<file path="config.mk">
export PLATFORM = sky130hd
export DESIGN_NAME = rv_fe_top
export DESIGN_NICKNAME = d
export VERILOG_FILES = /design/src/common/rv_fe_pkg.sv /design/src/common/rv_pc_sel_if.sv /design/src/rtl/rv_pipe_ctrl.sv /design/src/rtl/rv_pipe_data.sv /design/src/rv_pc/rv_pc_sel.sv /design/src/rv_pc/rv_stage_pc.sv /design/src/rtl/rv_fe_csr.sv /design/src/rtl/rv_fe_top.sv
export SDC_FILE = /design/constraint.sdc
export NUM_CORES = 1
export LEC_CHECK = 0
export ABC_CLOCK_PERIOD_IN_PS = 4250
export BUFFER_PORTS_ARGS = -buffer_cell sky130_fd_sc_hd__buf_2
export CAP_MARGIN = 15
export CORE_AREA = 8 8 182 184
export DETAILED_ROUTE_END_ITERATION = 10
export DIE_AREA = 0 0 190 192
export RECOVER_POWER = 25
export SKIP_CTS_REPAIR_TIMING = 1
export SKIP_LAST_GASP = 1
export SLEW_MARGIN = 30
export SYNTH_ARGS = -nofsm -noshare
export SYNTH_HDL_FRONTEND = slang
export SYNTH_SLANG_ARGS = --single-unit
</file>
<file path="constraint.sdc">
create_clock -name clk -period 4.25 [get_ports clk]
set_clock_uncertainty 0.05 [all_clocks]
set_input_delay 0.2125 -clock clk [delete_from_list [all_inputs] [get_ports clk]]
set_output_delay 0.2125 -clock clk [all_outputs]
set_load 0.005 [all_outputs]
</file>
<file path="src/common/rv_fe_pkg.sv">
package rv_fe_pkg;

  // Address and data word of the core
  typedef logic [31:0] xlen_t;

  // Next-PC source picked by the arbiter
  typedef enum logic [1:0] {
    PC_SEL_SEQUENTIAL = 2'b00,
    PC_SEL_PREDICTED  = 2'b01,
    PC_SEL_REDIRECT   = 2'b10
  } pc_sel_e;

  // Metadata travelling with each fetch PC
  // redir_pending asks the hazard logic for an extended flush
  typedef struct packed {
    logic  redir_pending;
    logic  pred_taken;
    xlen_t pred_tgt;
  } fetch_meta_t;

  // PC pair handed to the IF stage
  typedef struct packed {
    xlen_t pc;
    xlen_t pc_next;
  } fetch_pc_t;

  // Byte offsets of the APB registers
  localparam logic [11:0] REG_CTRL      = 12'h000;
  localparam logic [11:0] REG_REDIR_CNT = 12'h004;

  // Bit positions inside REG_CTRL
  localparam int CTRL_PRED_EN_BIT = 0;

endpackage

</file>
<file path="src/common/rv_pc_sel_if.sv">
`timescale 1ns/1ps

interface rv_pc_sel_if;

  // Chosen source for the next PC
  rv_fe_pkg::pc_sel_e sel;

  // Target used when sel is REDIRECT
  rv_fe_pkg::xlen_t redir_tgt;

  // Target used when sel is PREDICTED, from BTB or RAS
  rv_fe_pkg::xlen_t pred_tgt;

  // Set when the prediction came from the BTB
  // The sequential fetch never happened, so no extended flush
  logic early_pred;

  // Arbiter side drives everything combinationally
  modport arbiter (
    output sel,
    output redir_tgt,
    output pred_tgt,
    output early_pred
  );

  // PC stage samples the values on the cycle it advances
  modport stage (
    input sel,
    input redir_tgt,
    input pred_tgt,
    input early_pred
  );

endinterface

</file>
<file path="src/rtl/rv_pipe_ctrl.sv">
`timescale 1ns/1ps

module rv_pipe_ctrl #(
  parameter int REG = 1
) (
  input  logic clk,
  input  logic rst_n,
  input  logic valid_i,
  input  logic ready_i,
  input  logic stall_i,
  output logic valid_o,
  output logic advance_o
);

  // Boundary moves only when downstream takes it and hazards allow
  assign advance_o = ready_i && !stall_i;

  if (REG != 0) begin : g_reg
    logic valid_q;

    // Valid follows the producer one cycle late
    // Held through back-pressure so a presented PC is never dropped
    always_ff @(posedge clk) begin
      if (!rst_n) begin
        valid_q <= 1'b0;
      end else if (advance_o) begin
        valid_q <= valid_i;
      end
    end

    assign valid_o = valid_q;
  end else begin : g_pass
    // Combinational boundary, valid is whatever the producer says
    assign valid_o = valid_i;
  end

endmodule

</file>
<file path="src/rtl/rv_pipe_data.sv">
`timescale 1ns/1ps

module rv_pipe_data #(
  parameter int  REG = 1,
  parameter type T   = logic
) (
  input  logic clk,
  input  logic rst_n,
  input  logic advance_i,
  input  T     data_i,
  output T     data_o
);

  if (REG != 0) begin : g_reg
    T data_q;

    // Payload register, captured together with valid
    // Cleared on reset so metadata flags start low
    always_ff @(posedge clk) begin
      if (!rst_n) begin
        data_q <= '0;
      end else if (advance_i) begin
        data_q <= data_i;
      end
    end

    assign data_o = data_q;
  end else begin : g_pass
    // No register at this boundary
    assign data_o = data_i;
  end

endmodule

</file>
<file path="src/rv_pc/rv_pc_sel.sv">
`timescale 1ns/1ps

module rv_pc_sel (
  input  logic                  pred_en_i,
  input  logic                  redirect_valid_i,
  input  rv_fe_pkg::xlen_t      redirect_tgt_i,
  input  logic                  btb_hit_i,
  input  logic                  btb_taken_i,
  input  rv_fe_pkg::xlen_t      btb_tgt_i,
  input  logic                  btb_is_return_i,
  input  logic                  ras_valid_i,
  input  rv_fe_pkg::xlen_t      ras_tgt_i,
  rv_pc_sel_if.arbiter          sel_o
);

  logic btb_pred;
  logic ras_pred;

  // Early prediction, BTB hit with a taken direction
  assign btb_pred = pred_en_i && btb_hit_i && btb_taken_i;

  // Late prediction, return with a valid RAS entry
  assign ras_pred = pred_en_i && btb_is_return_i && ras_valid_i;

  // Execute redirect always goes straight through
  assign sel_o.redir_tgt = redirect_tgt_i;

  // Predicted target, BTB wins over RAS
  assign sel_o.pred_tgt = btb_pred ? btb_tgt_i : ras_tgt_i;

  // Priority: redirect, then BTB, then RAS, then pc + 4
  always_comb begin
    sel_o.sel        = rv_fe_pkg::PC_SEL_SEQUENTIAL;
    sel_o.early_pred = 1'b0;

    if (redirect_valid_i) begin
      sel_o.sel = rv_fe_pkg::PC_SEL_REDIRECT;
    end else if (btb_pred) begin
      sel_o.sel        = rv_fe_pkg::PC_SEL_PREDICTED;
      sel_o.early_pred = 1'b1;
    end else if (ras_pred) begin
      // RAS resolves late, the sequential fetch is already in flight
      sel_o.sel = rv_fe_pkg::PC_SEL_PREDICTED;
    end
  end

endmodule

</file>
<file path="src/rv_pc/rv_stage_pc.sv">
`timescale 1ns/1ps

module rv_stage_pc #(
  parameter int               PC_REG   = 1,
  parameter rv_fe_pkg::xlen_t RESET_PC = 32'h0000_0000
) (
  input  logic                   clk,
  input  logic                   rst_n,
  input  logic                   fetch_ready_i,
  input  logic                   stall_i,
  rv_pc_sel_if.stage             sel_i,
  output rv_fe_pkg::xlen_t       pc_o,
  output logic                   fetch_valid_o,
  output rv_fe_pkg::fetch_pc_t   fetch_pc_o,
  output rv_fe_pkg::fetch_meta_t fetch_meta_o,
  output logic                   advance_o
);

  rv_fe_pkg::xlen_t       pc;
  rv_fe_pkg::xlen_t       pc_next;
  rv_fe_pkg::fetch_pc_t   pc_pair;
  rv_fe_pkg::fetch_meta_t meta;
  logic                   advance;
  logic                   redir_pending;
  logic                   pred_taken;

  // Next-PC mux driven by the arbiter select
  always_comb begin
    case (sel_i.sel)
      rv_fe_pkg::PC_SEL_REDIRECT:  pc_next = sel_i.redir_tgt;
      rv_fe_pkg::PC_SEL_PREDICTED: pc_next = sel_i.pred_tgt;
      default:                     pc_next = pc + 32'd4;
    endcase
  end

  // PC register, moves only when the IF boundary advances
  always_ff @(posedge clk) begin
    if (!rst_n) begin
      pc <= RESET_PC;
    end else if (advance) begin
      pc <= pc_next;
    end
  end

  // Redirects and late predictions leave a wrong-path fetch behind
  // BTB predictions redirect before the sequential fetch starts
  assign redir_pending = (sel_i.sel == rv_fe_pkg::PC_SEL_REDIRECT) ||
                         (sel_i.sel == rv_fe_pkg::PC_SEL_PREDICTED && !sel_i.early_pred);

  assign pred_taken = (sel_i.sel == rv_fe_pkg::PC_SEL_PREDICTED);

  // Payloads for the PC/IF boundary
  assign pc_pair.pc         = pc;
  assign pc_pair.pc_next    = pc_next;
  assign meta.redir_pending = redir_pending;
  assign meta.pred_taken    = pred_taken;
  assign meta.pred_tgt      = sel_i.pred_tgt;

  // Source stage, always has a PC to offer
  rv_pipe_ctrl #(
    .REG(PC_REG)
  ) u_pipe_ctrl (
    .clk      (clk),
    .rst_n    (rst_n),
    .valid_i  (1'b1),
    .ready_i  (fetch_ready_i),
    .stall_i  (stall_i),
    .valid_o  (fetch_valid_o),
    .advance_o(advance)
  );

  // PC pair to IF
  rv_pipe_data #(
    .REG(PC_REG),
    .T  (rv_fe_pkg::fetch_pc_t)
  ) u_pipe_pc (
    .clk      (clk),
    .rst_n    (rst_n),
    .advance_i(advance),
    .data_i   (pc_pair),
    .data_o   (fetch_pc_o)
  );

  // Prediction metadata, aligned with the PC pair
  rv_pipe_data #(
    .REG(PC_REG),
    .T  (rv_fe_pkg::fetch_meta_t)
  ) u_pipe_meta (
    .clk      (clk),
    .rst_n    (rst_n),
    .advance_i(advance),
    .data_i   (meta),
    .data_o   (fetch_meta_o)
  );

  // Current PC feeds the external BTB lookup
  assign pc_o      = pc;
  assign advance_o = advance;

endmodule

</file>
<file path="src/rtl/rv_fe_csr.sv">
`timescale 1ns/1ps

module rv_fe_csr (
  input  logic             clk,
  input  logic             rst_n,
  input  logic             psel_i,
  input  logic             penable_i,
  input  logic             pwrite_i,
  input  logic [11:0]      paddr_i,
  input  rv_fe_pkg::xlen_t pwdata_i,
  input  logic             advance_i,
  input  logic             redirect_valid_i,
  output rv_fe_pkg::xlen_t prdata_o,
  output logic             pready_o,
  output logic             pred_en_o
);

  logic             wr_en;
  logic             rd_en;
  logic             pred_en;
  rv_fe_pkg::xlen_t redir_cnt;

  // Zero wait states, access phase completes at once
  assign pready_o = 1'b1;

  // Writes land on the access-phase clock
  assign wr_en = psel_i && penable_i && pwrite_i;
  assign rd_en = psel_i && !pwrite_i;

  // Control register, only the prediction enable lives here
  always_ff @(posedge clk) begin
    if (!rst_n) begin
      pred_en <= 1'b0;
    end else if (wr_en && paddr_i == rv_fe_pkg::REG_CTRL) begin
      pred_en <= pwdata_i[rv_fe_pkg::CTRL_PRED_EN_BIT];
    end
  end

  // Counts redirects the PC actually took
  // Read-only, APB writes to this offset fall through
  always_ff @(posedge clk) begin
    if (!rst_n) begin
      redir_cnt <= '0;
    end else if (advance_i && redirect_valid_i) begin
      redir_cnt <= redir_cnt + 32'd1;
    end
  end

  // Read mux, unmapped offsets return zero
  always_comb begin
    prdata_o = '0;
    if (rd_en) begin
      case (paddr_i)
        rv_fe_pkg::REG_CTRL: begin
          prdata_o[rv_fe_pkg::CTRL_PRED_EN_BIT] = pred_en;
        end
        rv_fe_pkg::REG_REDIR_CNT: begin
          prdata_o = redir_cnt;
        end
        default: begin
          prdata_o = '0;
        end
      endcase
    end
  end

  assign pred_en_o = pred_en;

endmodule

</file>
<file path="src/rtl/rv_fe_top.sv">
`timescale 1ns/1ps

module rv_fe_top #(
  parameter int               PC_REG   = 1,
  parameter rv_fe_pkg::xlen_t RESET_PC = 32'h0000_0000
) (
  input  logic             clk,
  input  logic             rst_n,
  // APB slave
  input  logic             psel_i,
  input  logic             penable_i,
  input  logic             pwrite_i,
  input  logic [11:0]      paddr_i,
  input  rv_fe_pkg::xlen_t pwdata_i,
  output rv_fe_pkg::xlen_t prdata_o,
  output logic             pready_o,
  // IF handshake and hazard stall
  input  logic             fetch_ready_i,
  input  logic             stall_i,
  // Execute redirect
  input  logic             redirect_valid_i,
  input  rv_fe_pkg::xlen_t redirect_tgt_i,
  // BTB and RAS lookup results
  input  logic             btb_hit_i,
  input  logic             btb_taken_i,
  input  rv_fe_pkg::xlen_t btb_tgt_i,
  input  logic             btb_is_return_i,
  input  logic             ras_valid_i,
  input  rv_fe_pkg::xlen_t ras_tgt_i,
  // Fetch side
  output rv_fe_pkg::xlen_t pc_o,
  output logic             fetch_valid_o,
  output rv_fe_pkg::xlen_t fetch_pc_o,
  output rv_fe_pkg::xlen_t fetch_pc_next_o,
  output logic             redir_pending_o,
  output logic             pred_taken_o,
  output rv_fe_pkg::xlen_t pred_tgt_o
);

  logic                   pred_en;
  logic                   advance;
  rv_fe_pkg::fetch_pc_t   fetch_pc;
  rv_fe_pkg::fetch_meta_t fetch_meta;

  rv_pc_sel_if u_sel_if ();

  // Register block steering the arbiter
  rv_fe_csr u_csr (
    .clk             (clk),
    .rst_n           (rst_n),
    .psel_i          (psel_i),
    .penable_i       (penable_i),
    .pwrite_i        (pwrite_i),
    .paddr_i         (paddr_i),
    .pwdata_i        (pwdata_i),
    .advance_i       (advance),
    .redirect_valid_i(redirect_valid_i),
    .prdata_o        (prdata_o),
    .pready_o        (pready_o),
    .pred_en_o       (pred_en)
  );

  rv_pc_sel u_pc_sel (
    .pred_en_i       (pred_en),
    .redirect_valid_i(redirect_valid_i),
    .redirect_tgt_i  (redirect_tgt_i),
    .btb_hit_i       (btb_hit_i),
    .btb_taken_i     (btb_taken_i),
    .btb_tgt_i       (btb_tgt_i),
    .btb_is_return_i (btb_is_return_i),
    .ras_valid_i     (ras_valid_i),
    .ras_tgt_i       (ras_tgt_i),
    .sel_o           (u_sel_if.arbiter)
  );

  rv_stage_pc #(
    .PC_REG  (PC_REG),
    .RESET_PC(RESET_PC)
  ) u_stage_pc (
    .clk          (clk),
    .rst_n        (rst_n),
    .fetch_ready_i(fetch_ready_i),
    .stall_i      (stall_i),
    .sel_i        (u_sel_if.stage),
    .pc_o         (pc_o),
    .fetch_valid_o(fetch_valid_o),
    .fetch_pc_o   (fetch_pc),
    .fetch_meta_o (fetch_meta),
    .advance_o    (advance)
  );

  // Flatten the boundary payloads onto plain ports
  assign fetch_pc_o      = fetch_pc.pc;
  assign fetch_pc_next_o = fetch_pc.pc_next;
  assign redir_pending_o = fetch_meta.redir_pending;
  assign pred_taken_o    = fetch_meta.pred_taken;
  assign pred_tgt_o      = fetch_meta.pred_tgt;

endmodule

</file>
==> metrics.yaml, run 1 <==
grt:
  gr-total-overflow: 0
  antenna_found_initial: 2
  grt_usage_pct: 14.2
  grt_max_degree: 65
  grt_pass1_wl_mm: 40.5
  grt_pass1_vias: 6923
pwr:
  power.leakage_nw: 3.78
  ir_drop_mv: 0.208
  power_frac_seq_pct: 42.8
  sw_frac_of_total_pct: 27.7
  clockPowerShare_pct: 47.0
  p_per_area_mw_per_mm2: 346
  p_switching_w: 0.000858
  internal_power_w: 0.00224
  combPwrFrac_pct: 10.2
setup_path:
  path_depth: 6
  crit_path_end_kind: "flip-flop"
  crit_family: "simple AND/OR/NAND/NOR gates"
  max_stage_delay_ps: 770
  start_kind: "flip-flop"
  critPathArrivalTime_ps: 2800
  cp_slowest_cell: "nor4_2"
  crit_fanout: 8
  crit_chain: "ha_1, nand3_1, nor4_2, a41oi_1, nor3b_1, a311oi_2"
  worst-path-buf-inv: 0
  worstPathRequired_ps: 4470
  critPathKind: "reg2reg"
  r2r_cells: 6
sta:
  min_period_over_period_pct: 60.7
  finalCriticalPeriod_ps: 2580
  relSlewSlack_pct: 42.6
  drv_slew: 0
  max_clock_freq_ghz: 0.387
  setup_viol: 0
  worst_slack_ps: 1670
  hold_violations: 0
  worstMarginPinSlew_ps: 854
  fin_tns_setup_ps: 0
  rsz0062_at_grt: "no"
final_layout:
  drive_above_1_share_pct: 26.0
  nNetsFinal: 1244
  syn2layout_area_growth_pct: 30.9
  fin_area_sq_mm: 0.00897
die:
  die_area_sq_mm: 0.0365
  start_util_pct: 22.7
  io_pins: 316
  chipHeight_um: 192
  rows: 64
  core_area_sq_mm: 0.0302
  die_w_um: 190
min_path:
  hp-class: "in2reg"
  hold_depth: 3
clock_tree:
  cts_tree: "built"
  cts_buffers: 17
  clock_latency_ps: 420
  path_clk_slew_ps: 70
  clockBufferDepth: 2
  cts_sinks: 132
  cts.htree.levels: 4
  cts_root_buffer: "clkbuf_16"
drt:
  avgRoutedWirePerCell_um: 17.9
  vias: 7101
  antenna_left: 0
  drc: 0
  first_iter_violations: 360
  first_pass_iters: 5
  viasPerCell: 4.73
  wirelength_mm: 26.8
job:
  max_cap_viol_count: 0
yosys:
  synth_largest_area_cell: "dfxtp_1"
  synth-async-reset-ratio_pct: 0
  synth_seq_cells: 132
  netlist_instances: 863
  yosys_warnings: 0
  netlist.area_leader.share_pct: 38.5
  synthDistinctLibCells: 67
  synth_area_sq_mm: 0.00686
  syn_nets: 1017
  syn_area_per_cell_sq_um: 7.95
  synthTopCellsByArea: "dfxtp_1 (39%), nand2_1 (6.0%), mux2i_1 (5.3%)"
  synth_edf_count: 0
  yosysSeqAreaShare_pct: 38.5
  synth_flop_cell: "dfxtp_1"
place:
  port_buffers: 283
  place.gp.congestion: 0.787
  placed_area_sq_mm: 0.00844
  place_ws_ps: 1720
  place_hpwl_mm: 20.1
outcome:
  status: "completed"
## final timing paths
path | startpoint | slack (ps) | endpoint
min reg2reg | u_stage_pc.u_pipe_pc.data_o[62] | 400 | u_stage_pc.u_pipe_pc.data_o[62]
min | redirect_tgt_i[12] | 20 | u_stage_pc.u_pipe_pc.data_o[12]
max | u_stage_pc.u_pipe_pc.data_o[2] | 1670 | u_stage_pc.u_pipe_pc.data_o[26]
max reg2reg | u_stage_pc.u_pipe_pc.data_o[2] | 1670 | u_stage_pc.u_pipe_pc.data_o[26]
## sequential cells by signal, indices dropped and copies added, names as in the netlist
signal / flops
u_stage_pc.u_pipe_meta.data_o: 34
u_csr.pred_en_o: 1
u_csr.redir_cnt: 32
u_stage_pc.u_pipe_pc.data_o: 64
u_stage_pc.u_pipe_ctrl.valid_o: 1
## metrics by stage
stage                     hold WS, ps  util, %  std cells  total power (W)
after detailed placement          393     28.0       1465          0.00168
final                            23.5     29.7       1500          0.00310
after global placement            390     27.9       1465          0.00168
after global routing             16.0     29.7       1499          0.00325
after CTS                       -26.3     29.9       1497          0.00316
after floorplan                   310        -        863          0.00151
## tightest hold or removal path, cell delays in order
cell      delay, ps
buf_2            80
a221oi_1         70
nor2_1           90
## power groups by stage
stage / clock network (W) / logic (W) / registers [W]
after floorplan: 0 / 0.000169 / 0.00134
after global placement: 0 / 0.000323 / 0.00135
after detailed placement: 0 / 0.000327 / 0.00135
after CTS: 0.00151 / 0.000328 / 0.00133
after global routing: 0.00157 / 0.000354 / 0.00133
final: 0.00146 / 0.000317 / 0.00133
## layer usage
layer,routed length [um],GRT usage (%),vias up
met5,13,0,-
met4,320,4.03,2
met3,1920,4.14,13
met2,13300,24.4,258
met1,11200,17.1,3317
li1,-,-,3511
## area by class of cell
| cell class | count | area (sq um) |
|---|---|---|
| well taps | 396 | 495 |
| diodes | 1 | 2.50 |
| clock buffers | 19 | 443 |
| multi-input cells | 623 | 3700 |
| flip-flops and latches | 132 | 2640 |
| inverters | 16 | 61.3 |
| clock inverters | 13 | 126 |
| repair buffers | 300 | 1500 |
| fillers | 3292 | 21200 |
## logic make-up (layout without fill, tap and decap cells)
logic type               count (synthesis)  after routing  synth area share (%)
AND/OR/NAND/NOR                        348            348                  25.1
multiplexers                            37             37                  5.42
flip-flops                             132            132                  38.5
AO/OA/AOI/OAI                          206            206                  19.0
buffers and inverters                  108            348                  7.85
other                                    1              2                0.0547
adder cells (fa/ha/maj)                  2              2                 0.365
XOR/XNOR                                29             29                  3.70
## cell usage in the layout, fill, tap and decap left out, types with 21 or more instances in the layout
cell and instances:
nor2_1 89, dfxtp_1 132, o21ai_1 24, nand3_1 21
mux2i_1 36, a21oi_1 66, o21ai_0 29, buf_2 219
a211oi_1 34, and2_1 36, nand2_1 109, nor3_1 25
clkbuf_1 65
## Yosys cell counts, types with 6 or more instances
cell type,count
nand2_1,109
mux2i_1,36
dfxtp_1,132
clkbuf_1,46
a211oi_1,34
buf_2,7
nor3_1,25
and4_1,6
and3_1,9
nand4_1,13
xor2_1,11
nor2_1,89
a31oi_1,10
buf_1,6
a21oi_1,66
a41oi_1,8
nand3_1,22
o21ai_1,24
buf_4,33
inv_1,14
o22ai_1,6
o21ai_0,29
and2_1,36
xnor2_1,18
nor4_1,13
Note: power is estimated with default switching activity, not from simulation.
==> inputs of run 2 (changes only) <==
--- a/config.mk
+++ b/config.mk
@@ -5,7 +5,7 @@
 export SDC_FILE = /design/constraint.sdc
 export NUM_CORES = 1
 export LEC_CHECK = 0
-export ABC_CLOCK_PERIOD_IN_PS = 4250
+export ABC_CLOCK_PERIOD_IN_PS = 2100
 export BUFFER_PORTS_ARGS = -buffer_cell sky130_fd_sc_hd__buf_2
 export CAP_MARGIN = 15
 export CORE_AREA = 8 8 182 184
==> constraint.sdc (replaced) <==
create_clock -name clk -period 2.1 [get_ports clk]
set_clock_uncertainty 0.05 [all_clocks]
set_input_delay 0.105 -clock clk [delete_from_list [all_inputs] [get_ports clk]]
set_output_delay 0.105 -clock clk [all_outputs]
set_load 0.005 [all_outputs]
==> run 2 against run 1 <==
Effect of this change: the run now ends with hold timing left; register-to-register slack worse by 1500 ps; die area unchanged; sequential share of layout area down 1.9 points; sequential cell count unchanged; clock power up 120%; non-clock buffer count up 65.
==> metrics.yaml, run 2 (synthesis gave the netlist of run 1 again) <==
min_path:
  hold_depth: 3  # unchanged
  hp-class: "in2reg"
grt:
  grt_pass1_wl_mm: 42.7  # +5.2%
  grt_max_degree: 92  # +42%
  gr-total-overflow: 0  # unchanged
  grt_pass1_vias: 7478  # +8.0%
  grt_usage_pct: 14.9  # +0.63 points
  antenna_found_initial: 2  # unchanged
place:
  placed_cells_incl_taps: 1519  # +3.7%
  place_hpwl_mm: 21.2  # +5.5%
  place_ws_ps: 111  # -1610 ps
  port_buffers: 283  # unchanged
  place.gp.congestion: 0.827  # +5.1%
  placed_area_sq_mm: 0.00890  # +5.5%
final_layout:
  fin_area_sq_mm: 0.00958  # +6.8%
  fin_util_pct: 31.7  # +2.0 points
  final_common_cell: "buf_2"
  syn2layout_area_growth_pct: 39.7
  final_cell_mix: "buf_2 (244), dfxtp_1 (132), nand2_1 (109), nor2_1 (89), a21oi_1 (66)"
  drive_above_1_share_pct: 31.1  # +5.1 points
  nNetsFinal: 1309  # +5.2%
  fin_cells: 1565  # +4.3%
  largest_reg_flops: 64  # unchanged
sta:
  setup_viol: 0  # unchanged
  fin_hold_ws_ps: -15.4  # -38.8 ps
  worstMarginPinSlew_ps: 1310  # +460 ps
  rsz0062_at_grt: "no"
  min_period_over_period_pct: 94.6
  fin_tns_setup_ps: 0  # unchanged
  relSlewSlack_pct: 12.2  # -30 points
  finalCriticalPeriod_ps: 1990
  drv_slew: 0  # unchanged
  max_clock_freq_ghz: 0.503
  hold_violations: 2  # +2
  worst_slack_ps: 112  # -1560 ps
setup_path:
  r2r_cells: 6  # unchanged
  worstPathRequired_ps: 2400  # -2070 ps
  critPathKind: "in2reg"
  start_kind: "input pin"
  crit_fanout: 27  # +19
  crit_path_end_kind: "flip-flop"
  critPathArrivalTime_ps: 2290  # -510 ps
drt:
  viasPerCell: 4.77  # +0.81%
  antenna_left: 0  # unchanged
  drc: 0  # unchanged
  wirelength_mm: 27.9  # +4.0%
  first_pass_iters: 5  # unchanged
  vias: 7469  # +5.2%
  first_iter_violations: 440  # +22%
  avgRoutedWirePerCell_um: 17.8  # -0.34%
outcome:
  status: "finished with violations"
  violations: "hold timing"
pwr:
  internal_power_w: 0.00480  # +110%
  sw_frac_of_total_pct: 27.2  # -0.49 points
  ir_drop_mv: 0.403  # +93%
  combPwrFrac_pct: 11.6  # +1.4 points
  p_per_area_mw_per_mm2: 688  # +99%
  power_frac_seq_pct: 40.0  # -2.8 points
  p_switching_w: 0.00179  # +110%
  power.leakage_nw: 4.24  # +12%
  clockPowerShare_pct: 48.4  # +1.4 points
die:
  chipHeight_um: 192  # unchanged
  core_area_sq_mm: 0.0302  # unchanged
  rows: 64  # unchanged
  io_pins: 316  # unchanged
  die_area_sq_mm: 0.0365  # unchanged
  die_w_um: 190  # unchanged
  start_util_pct: 22.7  # unchanged
clock_tree:
  cts.htree.levels: 4  # unchanged
  cts_tree: "built"
  cts_root_buffer: "clkbuf_16"
  cts_buffers: 17  # unchanged
  cts_sinks: 132  # unchanged
  path_clk_slew_ps: 60  # about the same
  clockBufferDepth: 2  # unchanged
  clock_latency_ps: 430  # about the same
job:
  max_cap_viol_count: 0  # unchanged
[run 2: changes by cell type in the layout (fill, tap and decap cells not counted), sizes merged]
| cell | before | now |
|---|---|---|
| buf | 235 | 312 |
| bufinv | 1 | 3 |
| clkbuf | 83 | 58 |
| clkinv | 6 | 7 |
| clkinvlp | 4 | 2 |
| dlygate4sd3 | 1 | 13 |
[run 2: routing by layer]
layer | vias up | GRT usage [%] | wire, um
met5 | - | 0 | 13
met3 | 23 | 4.48 | 2250
met4 | 2 | 3.64 | 396
met2 | 307 | 26.4 | 13800
met1 | 3519 | 17.2 | 11400
li1 | 3618 | - | -
[run 2: final timing paths]
kind | from | endpoint | slack [ps]
setup / recovery | fetch_ready_i | u_stage_pc.u_pipe_pc.data_o[31] | 110
hold / removal | btb_tgt_i[29] | u_stage_pc.u_pipe_meta.data_o[29] | -20
setup reg to reg | u_stage_pc.u_pipe_pc.data_o[2] | u_stage_pc.u_pipe_pc.data_o[26] | 120
hold reg to reg | u_stage_pc.u_pipe_pc.data_o[50] | u_stage_pc.u_pipe_pc.data_o[50] | 400
[run 2: power groups by stage]
stage,sequential [W],clock (W),combinational (W)
CTS,0.00264,0.00330,0.000769
detailed placement,0.00269,0,0.000767
global route,0.00265,0.00340,0.000843
finish,0.00264,0.00319,0.000764
floorplan,0.00271,0,0.000342
global placement,0.00269,0,0.000760
[run 2: final cells by class]
class / count / area [sq um]
clock inverters: 14 / 175
multi-input cells: 623 / 3690
diodes: 1 / 2.50
inverters: 16 / 61.3
well taps: 396 / 495
repair buffers: 365 / 2090
fillers: 3252 / 20600
flip-flops and latches: 132 / 2640
clock buffers: 18 / 429
[run 2: worst max-delay path: stages]
cell and delay, ps:
clkbuf_1 200, nor2b_1 1050, buf_4 470, nand3_1 120
o22ai_1 140, o221a_1 190
[run 2: stage by stage]
| step | total power [W] | hold WS [ps] |
|---|---|---|
| after floorplan | 0.00306 | 196 |
| after global placement | 0.00345 | 328 |
| after detailed placement | 0.00346 | 346 |
| after CTS | 0.00670 | -113 |
| after global routing | 0.00689 | 1.61 |
| final | 0.00660 | -15.4 |
